`src/hw/pm_pkg.sv`:
```
package pm_pkg;

  typedef enum logic [2:0] {
    PWR_DOWN  = 3'd0,
    PWR_RAMP  = 3'd1,
    PWR_CHECK = 3'd2,
    PWR_UP    = 3'd3,
    PWR_NONE  = 3'd4
  } pm_state_e;

  typedef enum logic [1:0] {
    CAUSE_COLD_START = 2'd0,
    CAUSE_CRASH      = 2'd1,
    CAUSE_WATCHDOG   = 2'd2,
    CAUSE_USER       = 2'd3
  } no_power_cause_e;

  typedef enum logic [15:0] {
    REG_STATE     = 16'd0, // cause and state
    REG_POWERUP   = 16'd1,
    REG_POWERDOWN = 16'd2, // zero means soft reset
    REG_CRASH     = 16'd3,
    REG_WD        = 16'd4,
    REG_CHS       = 16'd5,
    REG_PG        = 16'd6,
    REG_WD_CONF   = 16'd7
  } reg_addr_e;

  localparam int NUM_RAILS = 6; // rail 0 is the ATX enable

  localparam int POWER_DOWN_WAIT   = 16;
  localparam int POST_POWERUP_WAIT = 12;
  localparam int RAIL_STEP_WAIT    = 4;
  localparam int BUTTON_FORCE      = 48;
  localparam int WD_UNIT           = 32;

  localparam logic [2:0] MAX_CRASHES      = 3'd3;
  localparam logic [2:0] MAX_WD_OVERFLOWS = 3'd7;

  localparam int BTN_SAT      = BUTTON_FORCE + 1; // press timer ceiling
  localparam int BTN_W        = $clog2(BTN_SAT + 1);
  localparam int DOWN_WAIT_W  = $clog2(POWER_DOWN_WAIT + 1);
  localparam int CHECK_WAIT_W = $clog2(POST_POWERUP_WAIT + 1);
  localparam int RAIL_STEP_W  = $clog2(RAIL_STEP_WAIT + 1);
  localparam int WD_TICK_W    = $clog2(WD_UNIT);

  typedef struct packed {
    logic powerup;
    logic powerdown;
    logic soft_reset_req;
    logic crash_ack;
    logic wd_ack;
    logic chs_ack;
  } pm_cmd_t;

  typedef struct packed {
    pm_state_e       state;
    no_power_cause_e cause;
    logic [2:0]      crash_cnt;
    logic [2:0]      wd_cnt;
    logic            chs_pending;
    logic [4:0]      wd_conf;
  } pm_status_t;

endpackage

```
`src/hw/rail_sequencer.sv`:
```
`timescale 1ns/1ps

module rail_sequencer import pm_pkg::*; (
  input  logic                 wb_clk_i,
  input  logic                 wb_rst_i,
  input  logic                 ramp_up_i,
  input  logic [NUM_RAILS-1:0] pg_i,
  output logic [NUM_RAILS-1:0] rail_en_o,
  output logic                 ramp_done_o
);

  logic [NUM_RAILS-1:0]   rail_en_q; // thermometer code, rail 0 first
  logic [RAIL_STEP_W-1:0] step_q;
  logic                   all_on;
  logic                   all_off;
  logic                   pg_ok;

  assign all_on  = &rail_en_q;
  assign all_off = ~|rail_en_q;

  // every rail switched on so far reports good
  assign pg_ok = &(pg_i | ~rail_en_q);

  always_ff @(posedge wb_clk_i) begin
    if (wb_rst_i) begin
      rail_en_q <= '0;
      step_q    <= '0;
    end else if (ramp_up_i ? all_on : all_off) begin
      step_q <= '0; // nothing left to do in this direction
    end else if (step_q != RAIL_STEP_W'(RAIL_STEP_WAIT - 1)) begin
      step_q <= step_q + 1'b1;
    end else if (!ramp_up_i) begin
      rail_en_q <= rail_en_q >> 1; // highest rail off first
      step_q    <= '0;
    end else if (pg_ok) begin
      rail_en_q <= {rail_en_q[NUM_RAILS-2:0], 1'b1};
      step_q    <= '0;
    end
  end

  assign rail_en_o   = rail_en_q;
  assign ramp_done_o = all_on && (&pg_i);

endmodule

```
`src/hw/button_ctrl.sv`:
```
`timescale 1ns/1ps

module button_ctrl import pm_pkg::*; (
  input  logic      wb_clk_i,
  input  logic      wb_rst_i,
  input  logic      button_i,
  input  pm_state_e state_i,
  output logic      btn_short_o,
  output logic      btn_force_o
);

  logic [BTN_W-1:0] press_q; // cycles held, saturating

  always_ff @(posedge wb_clk_i) begin
    if (wb_rst_i || !button_i) begin
      press_q <= '0;
    end else if (state_i == PWR_NONE) begin
      // one tick for the short press, then park at the ceiling
      press_q <= (press_q == '0) ? BTN_W'(1) : BTN_W'(BTN_SAT);
    end else if (press_q != BTN_W'(BTN_SAT)) begin
      press_q <= press_q + 1'b1;
    end
  end

  assign btn_short_o = press_q == BTN_W'(1); // second cycle of the press
  assign btn_force_o = press_q == BTN_W'(BUTTON_FORCE);

endmodule

```
`src/hw/fault_monitor.sv`:
```
`timescale 1ns/1ps

module fault_monitor import pm_pkg::*; (
  input  logic       wb_clk_i,
  input  logic       wb_rst_i,
  input  pm_state_e  state_i,
  input  logic       crash_i,
  input  pm_cmd_t    cmd_i,
  input  logic [4:0] wd_conf_i,
  output logic       wd_overflow_o,
  output logic [2:0] crash_cnt_o,
  output logic [2:0] wd_cnt_o
);

  logic [WD_TICK_W-1:0] tick_q; // cycles within one unit
  logic [4:0]           unit_q; // whole units elapsed

  always_ff @(posedge wb_clk_i) begin
    wd_overflow_o <= 1'b0;
    if (wb_rst_i || state_i == PWR_NONE) begin
      tick_q   <= '0;
      unit_q   <= '0;
      wd_cnt_o <= '0;
    end else if (cmd_i.wd_ack) begin
      tick_q   <= '0; // kick
      unit_q   <= '0;
      wd_cnt_o <= '0;
    end else if (state_i != PWR_UP || wd_conf_i == '0) begin
      tick_q <= '0;
      unit_q <= '0;
    end else if (unit_q >= wd_conf_i) begin
      tick_q        <= '0;
      unit_q        <= '0;
      wd_overflow_o <= 1'b1;
      wd_cnt_o      <= wd_cnt_o + 1'b1;
    end else if (tick_q == WD_TICK_W'(WD_UNIT - 1)) begin
      tick_q <= '0;
      unit_q <= unit_q + 1'b1;
    end else begin
      tick_q <= tick_q + 1'b1;
    end
  end

  // a crash in the same cycle as the ack still counts
  always_ff @(posedge wb_clk_i) begin
    if (wb_rst_i) begin
      crash_cnt_o <= '0;
    end else begin
      if (cmd_i.crash_ack) begin
        crash_cnt_o <= '0;
      end
      if (crash_i) begin
        crash_cnt_o <= crash_cnt_o + 1'b1;
      end
    end
  end

endmodule

```
`src/hw/power_fsm.sv`:
```
`timescale 1ns/1ps

module power_fsm import pm_pkg::*; (
  input  logic            wb_clk_i,
  input  logic            wb_rst_i,
  input  pm_cmd_t         cmd_i,
  input  logic            cold_start_i,
  input  logic            dma_done_i,
  input  logic            chs_reset_i,
  input  logic            unsafe_health_i,
  input  logic            btn_short_i,
  input  logic            btn_force_i,
  input  logic            ramp_done_i,
  input  logic            wd_overflow_i,
  input  logic [2:0]      crash_cnt_i,
  input  logic [2:0]      wd_cnt_i,
  output logic            ramp_up_o,
  output pm_state_e       state_o,
  output no_power_cause_e cause_o,
  output logic            crash_o,
  output logic            soft_reset_o,
  output logic            chs_pending_o,
  output logic            power_on_o,
  output logic            power_ok_o,
  output logic            load_res_off_o
);

  pm_state_e               state_q;
  logic                    first_q; // first pass since reset
  logic [DOWN_WAIT_W-1:0]  down_wait_q;
  logic [CHECK_WAIT_W-1:0] check_wait_q;
  logic                    pre_pass;
  logic                    post_done;
  logic                    chs_pd; // acknowledged chassis power-down

  always_ff @(posedge wb_clk_i) begin
    if (wb_rst_i || state_q != PWR_DOWN) begin
      down_wait_q <= DOWN_WAIT_W'(POWER_DOWN_WAIT);
    end else if (down_wait_q != '0) begin
      down_wait_q <= down_wait_q - 1'b1;
    end
  end

  always_ff @(posedge wb_clk_i) begin
    if (wb_rst_i || state_q != PWR_CHECK) begin
      check_wait_q <= CHECK_WAIT_W'(POST_POWERUP_WAIT - 1);
    end else if (check_wait_q != '0) begin
      check_wait_q <= check_wait_q - 1'b1;
    end
  end

  assign pre_pass  = (down_wait_q == '0) && dma_done_i;
  assign post_done = check_wait_q == '0;
  assign chs_pd    = chs_pending_o && cmd_i.chs_ack;

  always_ff @(posedge wb_clk_i) begin
    crash_o      <= 1'b0;
    soft_reset_o <= 1'b0;
    if (wb_rst_i) begin
      state_q      <= PWR_DOWN;
      cause_o      <= CAUSE_COLD_START;
      first_q      <= 1'b1;
      soft_reset_o <= 1'b1;
    end else begin
      case (state_q)
        PWR_DOWN: begin
          if (pre_pass) begin
            first_q <= 1'b0;
            if (cold_start_i && first_q) begin
              state_q <= PWR_NONE;
              cause_o <= CAUSE_COLD_START;
            end else begin
              state_q <= PWR_RAMP;
            end
          end
        end
        PWR_RAMP: begin
          if (ramp_done_i) begin
            state_q <= PWR_CHECK;
          end
        end
        PWR_CHECK: begin
          if (post_done && unsafe_health_i) begin
            crash_o      <= 1'b1;
            soft_reset_o <= 1'b1;
            if (crash_cnt_i == MAX_CRASHES) begin
              state_q <= PWR_NONE;
              cause_o <= CAUSE_CRASH;
            end else begin
              state_q <= PWR_DOWN;
            end
          end else if (post_done) begin
            state_q <= PWR_UP;
          end
        end
        PWR_UP: begin
          if (cmd_i.soft_reset_req || chs_reset_i) begin // lowest priority
            state_q      <= PWR_DOWN;
            soft_reset_o <= 1'b1;
          end
          if (wd_overflow_i) begin
            if (wd_cnt_i == MAX_WD_OVERFLOWS) begin
              state_q <= PWR_NONE;
              cause_o <= CAUSE_WATCHDOG;
            end else begin
              state_q      <= PWR_DOWN;
              soft_reset_o <= 1'b1;
            end
          end
          if (unsafe_health_i) begin
            crash_o      <= 1'b1;
            soft_reset_o <= 1'b1;
            if (crash_cnt_i == MAX_CRASHES) begin
              state_q <= PWR_NONE;
              cause_o <= CAUSE_CRASH;
            end else begin
              state_q <= PWR_DOWN;
            end
          end
          if (cmd_i.powerdown || chs_pd) begin // highest priority
            state_q <= PWR_NONE;
            cause_o <= CAUSE_USER;
          end
        end
        PWR_NONE: begin
          if ((btn_short_i || cmd_i.powerup) && dma_done_i) begin
            state_q      <= PWR_DOWN;
            soft_reset_o <= 1'b1;
          end
        end
        default: state_q <= PWR_DOWN;
      endcase
      // long press wins over everything while powered
      if (btn_force_i && state_q != PWR_NONE) begin
        state_q <= PWR_NONE;
        cause_o <= CAUSE_USER;
      end
    end
  end

  always_ff @(posedge wb_clk_i) begin
    if (wb_rst_i) begin
      chs_pending_o <= 1'b0;
    end else begin
      if (btn_short_i) begin
        chs_pending_o <= 1'b1;
      end
      if (chs_pd || state_q != PWR_UP) begin
        chs_pending_o <= 1'b0;
      end
    end
  end

  assign state_o        = state_q;
  assign ramp_up_o      = state_q inside {PWR_RAMP, PWR_CHECK, PWR_UP};
  assign power_on_o     = state_q inside {PWR_CHECK, PWR_UP};
  assign power_ok_o     = state_q == PWR_UP;
  assign load_res_off_o = (state_q inside {PWR_NONE, PWR_UP}) || wb_rst_i;

endmodule

```
`src/hw/pm_wb_regs.sv`:
```
`timescale 1ns/1ps

module pm_wb_regs import pm_pkg::*; (
  input  logic                 wb_clk_i,
  input  logic                 wb_rst_i,
  input  logic                 wb_cyc_i,
  input  logic                 wb_stb_i,
  input  logic                 wb_we_i,
  input  logic [15:0]          wb_adr_i,
  input  logic [15:0]          wb_dat_i,
  output logic [15:0]          wb_dat_o,
  output logic                 wb_ack_o,
  input  pm_status_t           status_i,
  input  logic [NUM_RAILS-1:0] pg_i,
  output pm_cmd_t              cmd_o,
  output logic [4:0]           wd_conf_o
);

  logic        accept;
  logic [15:0] rd_data;

  assign accept = wb_cyc_i && wb_stb_i && !wb_ack_o; // ack low keeps acks apart

  always_comb begin
    case (reg_addr_e'(wb_adr_i))
      REG_STATE:   rd_data = {6'b0, status_i.cause, 5'b0, status_i.state};
      REG_CRASH:   rd_data = {13'b0, status_i.crash_cnt};
      REG_WD:      rd_data = {13'b0, status_i.wd_cnt};
      REG_CHS:     rd_data = {15'b0, status_i.chs_pending};
      REG_PG:      rd_data = {{(16 - NUM_RAILS){1'b0}}, pg_i};
      REG_WD_CONF: rd_data = {11'b0, status_i.wd_conf};
      default:     rd_data = '0; // write-only and unmapped
    endcase
  end

  always_ff @(posedge wb_clk_i) begin
    if (wb_rst_i) begin
      wb_ack_o  <= 1'b0;
      cmd_o     <= '0;
      wd_conf_o <= '0; // watchdog off
    end else begin
      wb_ack_o <= accept;
      cmd_o    <= '0; // strobes last one cycle
      if (accept && wb_we_i) begin
        case (reg_addr_e'(wb_adr_i))
          REG_POWERUP: begin
            cmd_o.powerup <= |wb_dat_i;
          end
          REG_POWERDOWN: begin
            cmd_o.powerdown      <= |wb_dat_i;
            cmd_o.soft_reset_req <= ~|wb_dat_i;
          end
          REG_CRASH: begin
            cmd_o.crash_ack <= 1'b1;
          end
          REG_WD: begin
            cmd_o.wd_ack <= 1'b1; // also kicks the timer
          end
          REG_CHS: begin
            cmd_o.chs_ack <= 1'b1;
          end
          REG_WD_CONF: begin
            wd_conf_o <= wb_dat_i[4:0];
          end
          default: ;
        endcase
      end
    end
  end

  always_ff @(posedge wb_clk_i) begin
    if (accept) begin
      wb_dat_o <= rd_data; // valid in the ack cycle
    end
  end

endmodule

```
`src/hw/power_manager.sv`:
```
`timescale 1ns/1ps

module power_manager import pm_pkg::*; (
  input  logic                 wb_clk_i,
  input  logic                 wb_rst_i,
  input  logic                 wb_cyc_i,
  input  logic                 wb_stb_i,
  input  logic                 wb_we_i,
  input  logic [15:0]          wb_adr_i,
  input  logic [15:0]          wb_dat_i,
  output logic [15:0]          wb_dat_o,
  output logic                 wb_ack_o,
  input  logic                 cold_start_i,
  input  logic                 dma_done_i,
  input  logic                 button_i,
  input  logic                 chs_reset_i,
  input  logic                 unsafe_health_i,
  input  logic [NUM_RAILS-1:0] pg_i,
  output logic [NUM_RAILS-1:0] rail_en_o,
  output logic                 power_on_o,
  output logic                 power_ok_o,
  output logic                 crash_o,
  output logic                 soft_reset_o,
  output logic                 chs_pending_o,
  output logic                 load_res_off_o,
  output no_power_cause_e      cause_o
);

  pm_cmd_t    cmd;
  pm_status_t status;
  pm_state_e  pm_state;
  logic [4:0] wd_conf;
  logic [2:0] crash_cnt;
  logic [2:0] wd_cnt;
  logic       ramp_up;
  logic       ramp_done;
  logic       btn_short;
  logic       btn_force;
  logic       wd_overflow;

  assign status = '{state:       pm_state,
                    cause:       cause_o,
                    crash_cnt:   crash_cnt,
                    wd_cnt:      wd_cnt,
                    chs_pending: chs_pending_o,
                    wd_conf:     wd_conf};

  pm_wb_regs regs_i (
    .wb_clk_i, .wb_rst_i, .wb_cyc_i, .wb_stb_i, .wb_we_i,
    .wb_adr_i, .wb_dat_i, .wb_dat_o, .wb_ack_o,
    .status_i (status),
    .pg_i,
    .cmd_o    (cmd),
    .wd_conf_o(wd_conf)
  );

  power_fsm fsm_i (
    .wb_clk_i, .wb_rst_i,
    .cmd_i        (cmd),
    .cold_start_i, .dma_done_i, .chs_reset_i, .unsafe_health_i,
    .btn_short_i  (btn_short),
    .btn_force_i  (btn_force),
    .ramp_done_i  (ramp_done),
    .wd_overflow_i(wd_overflow),
    .crash_cnt_i  (crash_cnt),
    .wd_cnt_i     (wd_cnt),
    .ramp_up_o    (ramp_up),
    .state_o      (pm_state),
    .cause_o, .crash_o, .soft_reset_o, .chs_pending_o,
    .power_on_o, .power_ok_o, .load_res_off_o
  );

  rail_sequencer rails_i (
    .wb_clk_i, .wb_rst_i,
    .ramp_up_i  (ramp_up),
    .pg_i,
    .rail_en_o,
    .ramp_done_o(ramp_done)
  );

  button_ctrl button_i_ctrl (
    .wb_clk_i, .wb_rst_i, .button_i,
    .state_i    (pm_state),
    .btn_short_o(btn_short),
    .btn_force_o(btn_force)
  );

  fault_monitor faults_i (
    .wb_clk_i, .wb_rst_i,
    .state_i      (pm_state),
    .crash_i      (crash_o),
    .cmd_i        (cmd),
    .wd_conf_i    (wd_conf),
    .wd_overflow_o(wd_overflow),
    .crash_cnt_o  (crash_cnt),
    .wd_cnt_o     (wd_cnt)
  );

endmodule

```
`config.mk`:
```
export PLATFORM = sky130hd
export DESIGN_NAME = power_manager
export DESIGN_NICKNAME = d
export VERILOG_FILES = /design/src/hw/pm_pkg.sv /design/src/hw/rail_sequencer.sv /design/src/hw/button_ctrl.sv /design/src/hw/fault_monitor.sv /design/src/hw/power_fsm.sv /design/src/hw/pm_wb_regs.sv /design/src/hw/power_manager.sv
export SDC_FILE = /design/constraint.sdc
export NUM_CORES = 1
export LEC_CHECK = 0
export BUFFER_PORTS_ARGS = -buffer_cell sky130_fd_sc_hd__buf_2
export CAP_MARGIN = 20
export CORE_MARGIN = 4
export CORE_UTILIZATION = 55
export DETAILED_ROUTE_END_ITERATION = 8
export PLACE_DENSITY = 0.83
export SETUP_SLACK_MARGIN = 0.5
export SLEW_MARGIN = 20
export SYNTH_ARGS = -nofsm -noshare
export SYNTH_HDL_FRONTEND = slang
export SYNTH_SLANG_ARGS = --single-unit
```
`constraint.sdc`:
```
create_clock -name wb_clk_i -period 2.5 [get_ports wb_clk_i]
set_clock_uncertainty 0.05 [all_clocks]
set_input_delay 0.25 -clock wb_clk_i [delete_from_list [all_inputs] [get_ports wb_clk_i]]
set_output_delay 0.25 -clock wb_clk_i [all_outputs]
set_load 0.02 [all_outputs]
```
==> flow_summary.ini <==
[setup_path]
crit_path_start_kind = register
cp-end-kind = register
regToRegEndpoint = fsm_i.state_o[0]
worstSetupPathType = register to register
worst_ep_arrival_time_ns = 2.23
ff2ff_path_depth = 6
r2r_start = fsm_i.state_o[2]
r2r_slack_ns = 0.50
critPathMaxFanout = 6
cp.required_ns = 2.73

[yosys]
yosysMostFrequentCell = dfxtp_1
synthesis.instances = 432
synth_ff_type = dfxtp_1
synth-edff-count = 8
syn_area_um2 = 3819
yosysWarnings = 0
synth_area_leaders = dfxtp_1, ha_1, edfxtp_1
synth_area_per_cell_um2 = 8.839
seq_area_frac_synth_pct = 38.79
synth.top_cell.area_share_pct = 32.50
synth-seq-cells = 70
synth_cell_types = 67
async_reset_ff_share_pct = 0
yosysTopAreaCell = dfxtp_1
ys_top_cells_by_count = dfxtp_1, nor2_1, nand2_1, inv_1, ha_1

[clock_tree]
htree_levels = 3
clock_tree.root_cell = clkbuf_8
path_clk_slew_ns = 0.07
numCtsBuffers = 9
cts_max_path_buffers = 2
clock_latency_ns = 0.35
cts.sinks = 70
ctsHoldBuffers = 0
cts_tree = yes

[timing]
rsz0062_at_grt = yes
slew_headroom_pct = 62.76
worst_slew_pin_slew_ns = 0.5552
min_period_ns = 2.001
tns_ns = 0
worst_hold_slack_ns = 0.1101
finalHoldViolCount = 0
slew_viol_final = 0
fmax_ghz = 0.4997
fin_crit_sh_pct = 80.06
final-setup-viol-count = 0
worst_slack_ns = 0.4986

[floorplanning]
die_y_um = 91.33
dieArea_um2 = 8340
initial_core_util_pct = 56.52
die_w_um = 91.33
top_level_ports = 79
coreArea_um2 = 6756
rows = 30

[global_routing]
antenna_found_initial = 0
grt_pass1_wl_um = 15880
grt_max_degree = 22
grt_usage_pct = 23.75
grt_overflow_total = 0
grt_pass1_vias = 3378

[detailed_routing]
routed_wl_um = 9746
drt-initial-drc-count = 244
drc_errors = 0
antenna_left = 0
dr.pass1.iters = 6
wl_per_cell_um = 16.11
via_per_inst = 5.911
vias = 3576

[pwr]
fin_total_pwr_mw = 3.425
ir_drop_uv = 353.5
p_leak_nw = 1.872
p_per_area_nw_per_um2 = 741.3

[place]
post_dp_cell_area_um2 = 4253
placed_cells = 579
gp_congestion = 0.9011
hpwl_um = 7168
io_buffers = 70
place_ws_ns = 0.2849

[layout]
nets = 589
design_area_um2 = 4621
final_util_pct = 68.39
drive_above_1_share_pct = 25.71
layout.cells.non_filler = 605
diodes = 0
area_growth_pct = 21.00

[job]
cap_violations = 0

[hold_path]
hold_end = regs_i.wd_conf_o[3]
whs_path_depth = 3
min_path_type = input pin to register
hold_start = wb_dat_i[3]

[outcome]
status = finished clean
==> cells by family after synthesis <==
kind of cell	count (synthesis)	synth area share [%]
AOI/OAI and AO/OA	90	15.89
xor gates and xnor gates	15	3.440
adders and majority gates	21	6.881
buffers and inverters	47	5.832
DFF	70	38.79
muxes	14	4.063
other	1	0.09820
and+or+nand+nor	174	25.00
==> cell type report <==
type,count,area (um2)
clock buffer,13,170.2
timing repair buffer,91,521.8
multi-input combinational,322,2196
fill,549,2136
clock inverter,3,40.04
sequential,70,1495
tap,80,100.1
inverter,26,97.59
==> report_power, final <==
| group | internal [mW] | total (mW) | switching, mW |
|---|---|---|---|
| registers | 1.23 | 1.35 | 0.124 |
| logic | 0.491 | 1.11 | 0.621 |
| clock network | 0.547 | 0.964 | 0.417 |
==> cell usage in the layout, fill, tap and decap left out, types with 4 or more instances in the layout <==
master | Yosys | layout
nor2b_1 | 4 | 4
dfxtp_2 | 0 | 5
or4_1 | 4 | 4
buf_4 | 8 | 19
nand2_1 | 33 | 33
buf_2 | 1 | 69
dfxtp_1 | 62 | 55
a311oi_1 | 5 | 5
nor4_1 | 9 | 8
nand2b_1 | 4 | 4
xnor2_1 | 9 | 9
nor3_1 | 15 | 15
ha_1 | 21 | 21
a21o_1 | 4 | 4
mux2i_1 | 11 | 11
nor2_1 | 45 | 44
o21ai_0 | 17 | 15
nand3_1 | 12 | 12
conb_1 | 1 | 8
clkbuf_8 | 0 | 10
nor3b_1 | 6 | 5
and2_1 | 5 | 5
a21oi_1 | 20 | 19
xor2_1 | 6 | 6
inv_1 | 26 | 26
edfxtp_1 | 8 | 8
o31ai_1 | 5 | 4
nand4_1 | 8 | 8
a31oi_1 | 7 | 7
==> routing by layer <==
layer | GRT usage [%] | vias to the layer above | part of all wire, %
met4 | 9.296 | 0 | 2.4
met2 | 40.10 | 145 | 48
met3 | 4.557 | 30 | 6.6
met5 | 0 | - | 0
li1 | - | 1735 | -
met1 | 29.81 | 1666 | 43
==> worst max-delay path, stage by stage (launching register included) <==
cell	delay, ns
dfxtp_4	0.36
buf_4	0.14
nor3b_4	0.29
nor3_1	0.14
or4_1	0.50
or4_1	0.40
nand2_1	0.08
==> worst max path at each step <==
stage,from,endpoint,slack (ns),depth (start not counted)
floorplan,button_i_ctrl.press_q[1],fsm_i.state_o[0],0.60,7
global placement,fsm_i.state_o[0],faults_i.tick_q[3],0.35,5
detailed placement,fsm_i.state_o[0],faults_i.tick_q[2],0.28,5
CTS,fsm_i.state_o[2],load_res_off_o,0.50,5
global route,button_i_ctrl.press_q[1],fsm_i.state_o[0],0.39,7
finish,fsm_i.state_o[2],fsm_i.state_o[0],0.50,6
==> sequential cells by signal (all words and copies together) (netlist names), 4 cells and up <==
register               count
faults_i.unit_q            5
faults_i.tick_q            5
regs_i.cmd_o               6
button_i_ctrl.press_q      6
regs_i.wd_conf_o           5
fsm_i.down_wait_q          5
rails_i.rail_en_o          6
fsm_i.check_wait_q         4
regs_i.wb_dat_o            8
==> repair_timing <==
action                     CTS  global route
cloned                       0             0
resized for setup           12            15
setup endpoints to repair   16            19
pin swaps                    2             2
buffers inserted             6             4
Power figures use the tool's default switching activity.
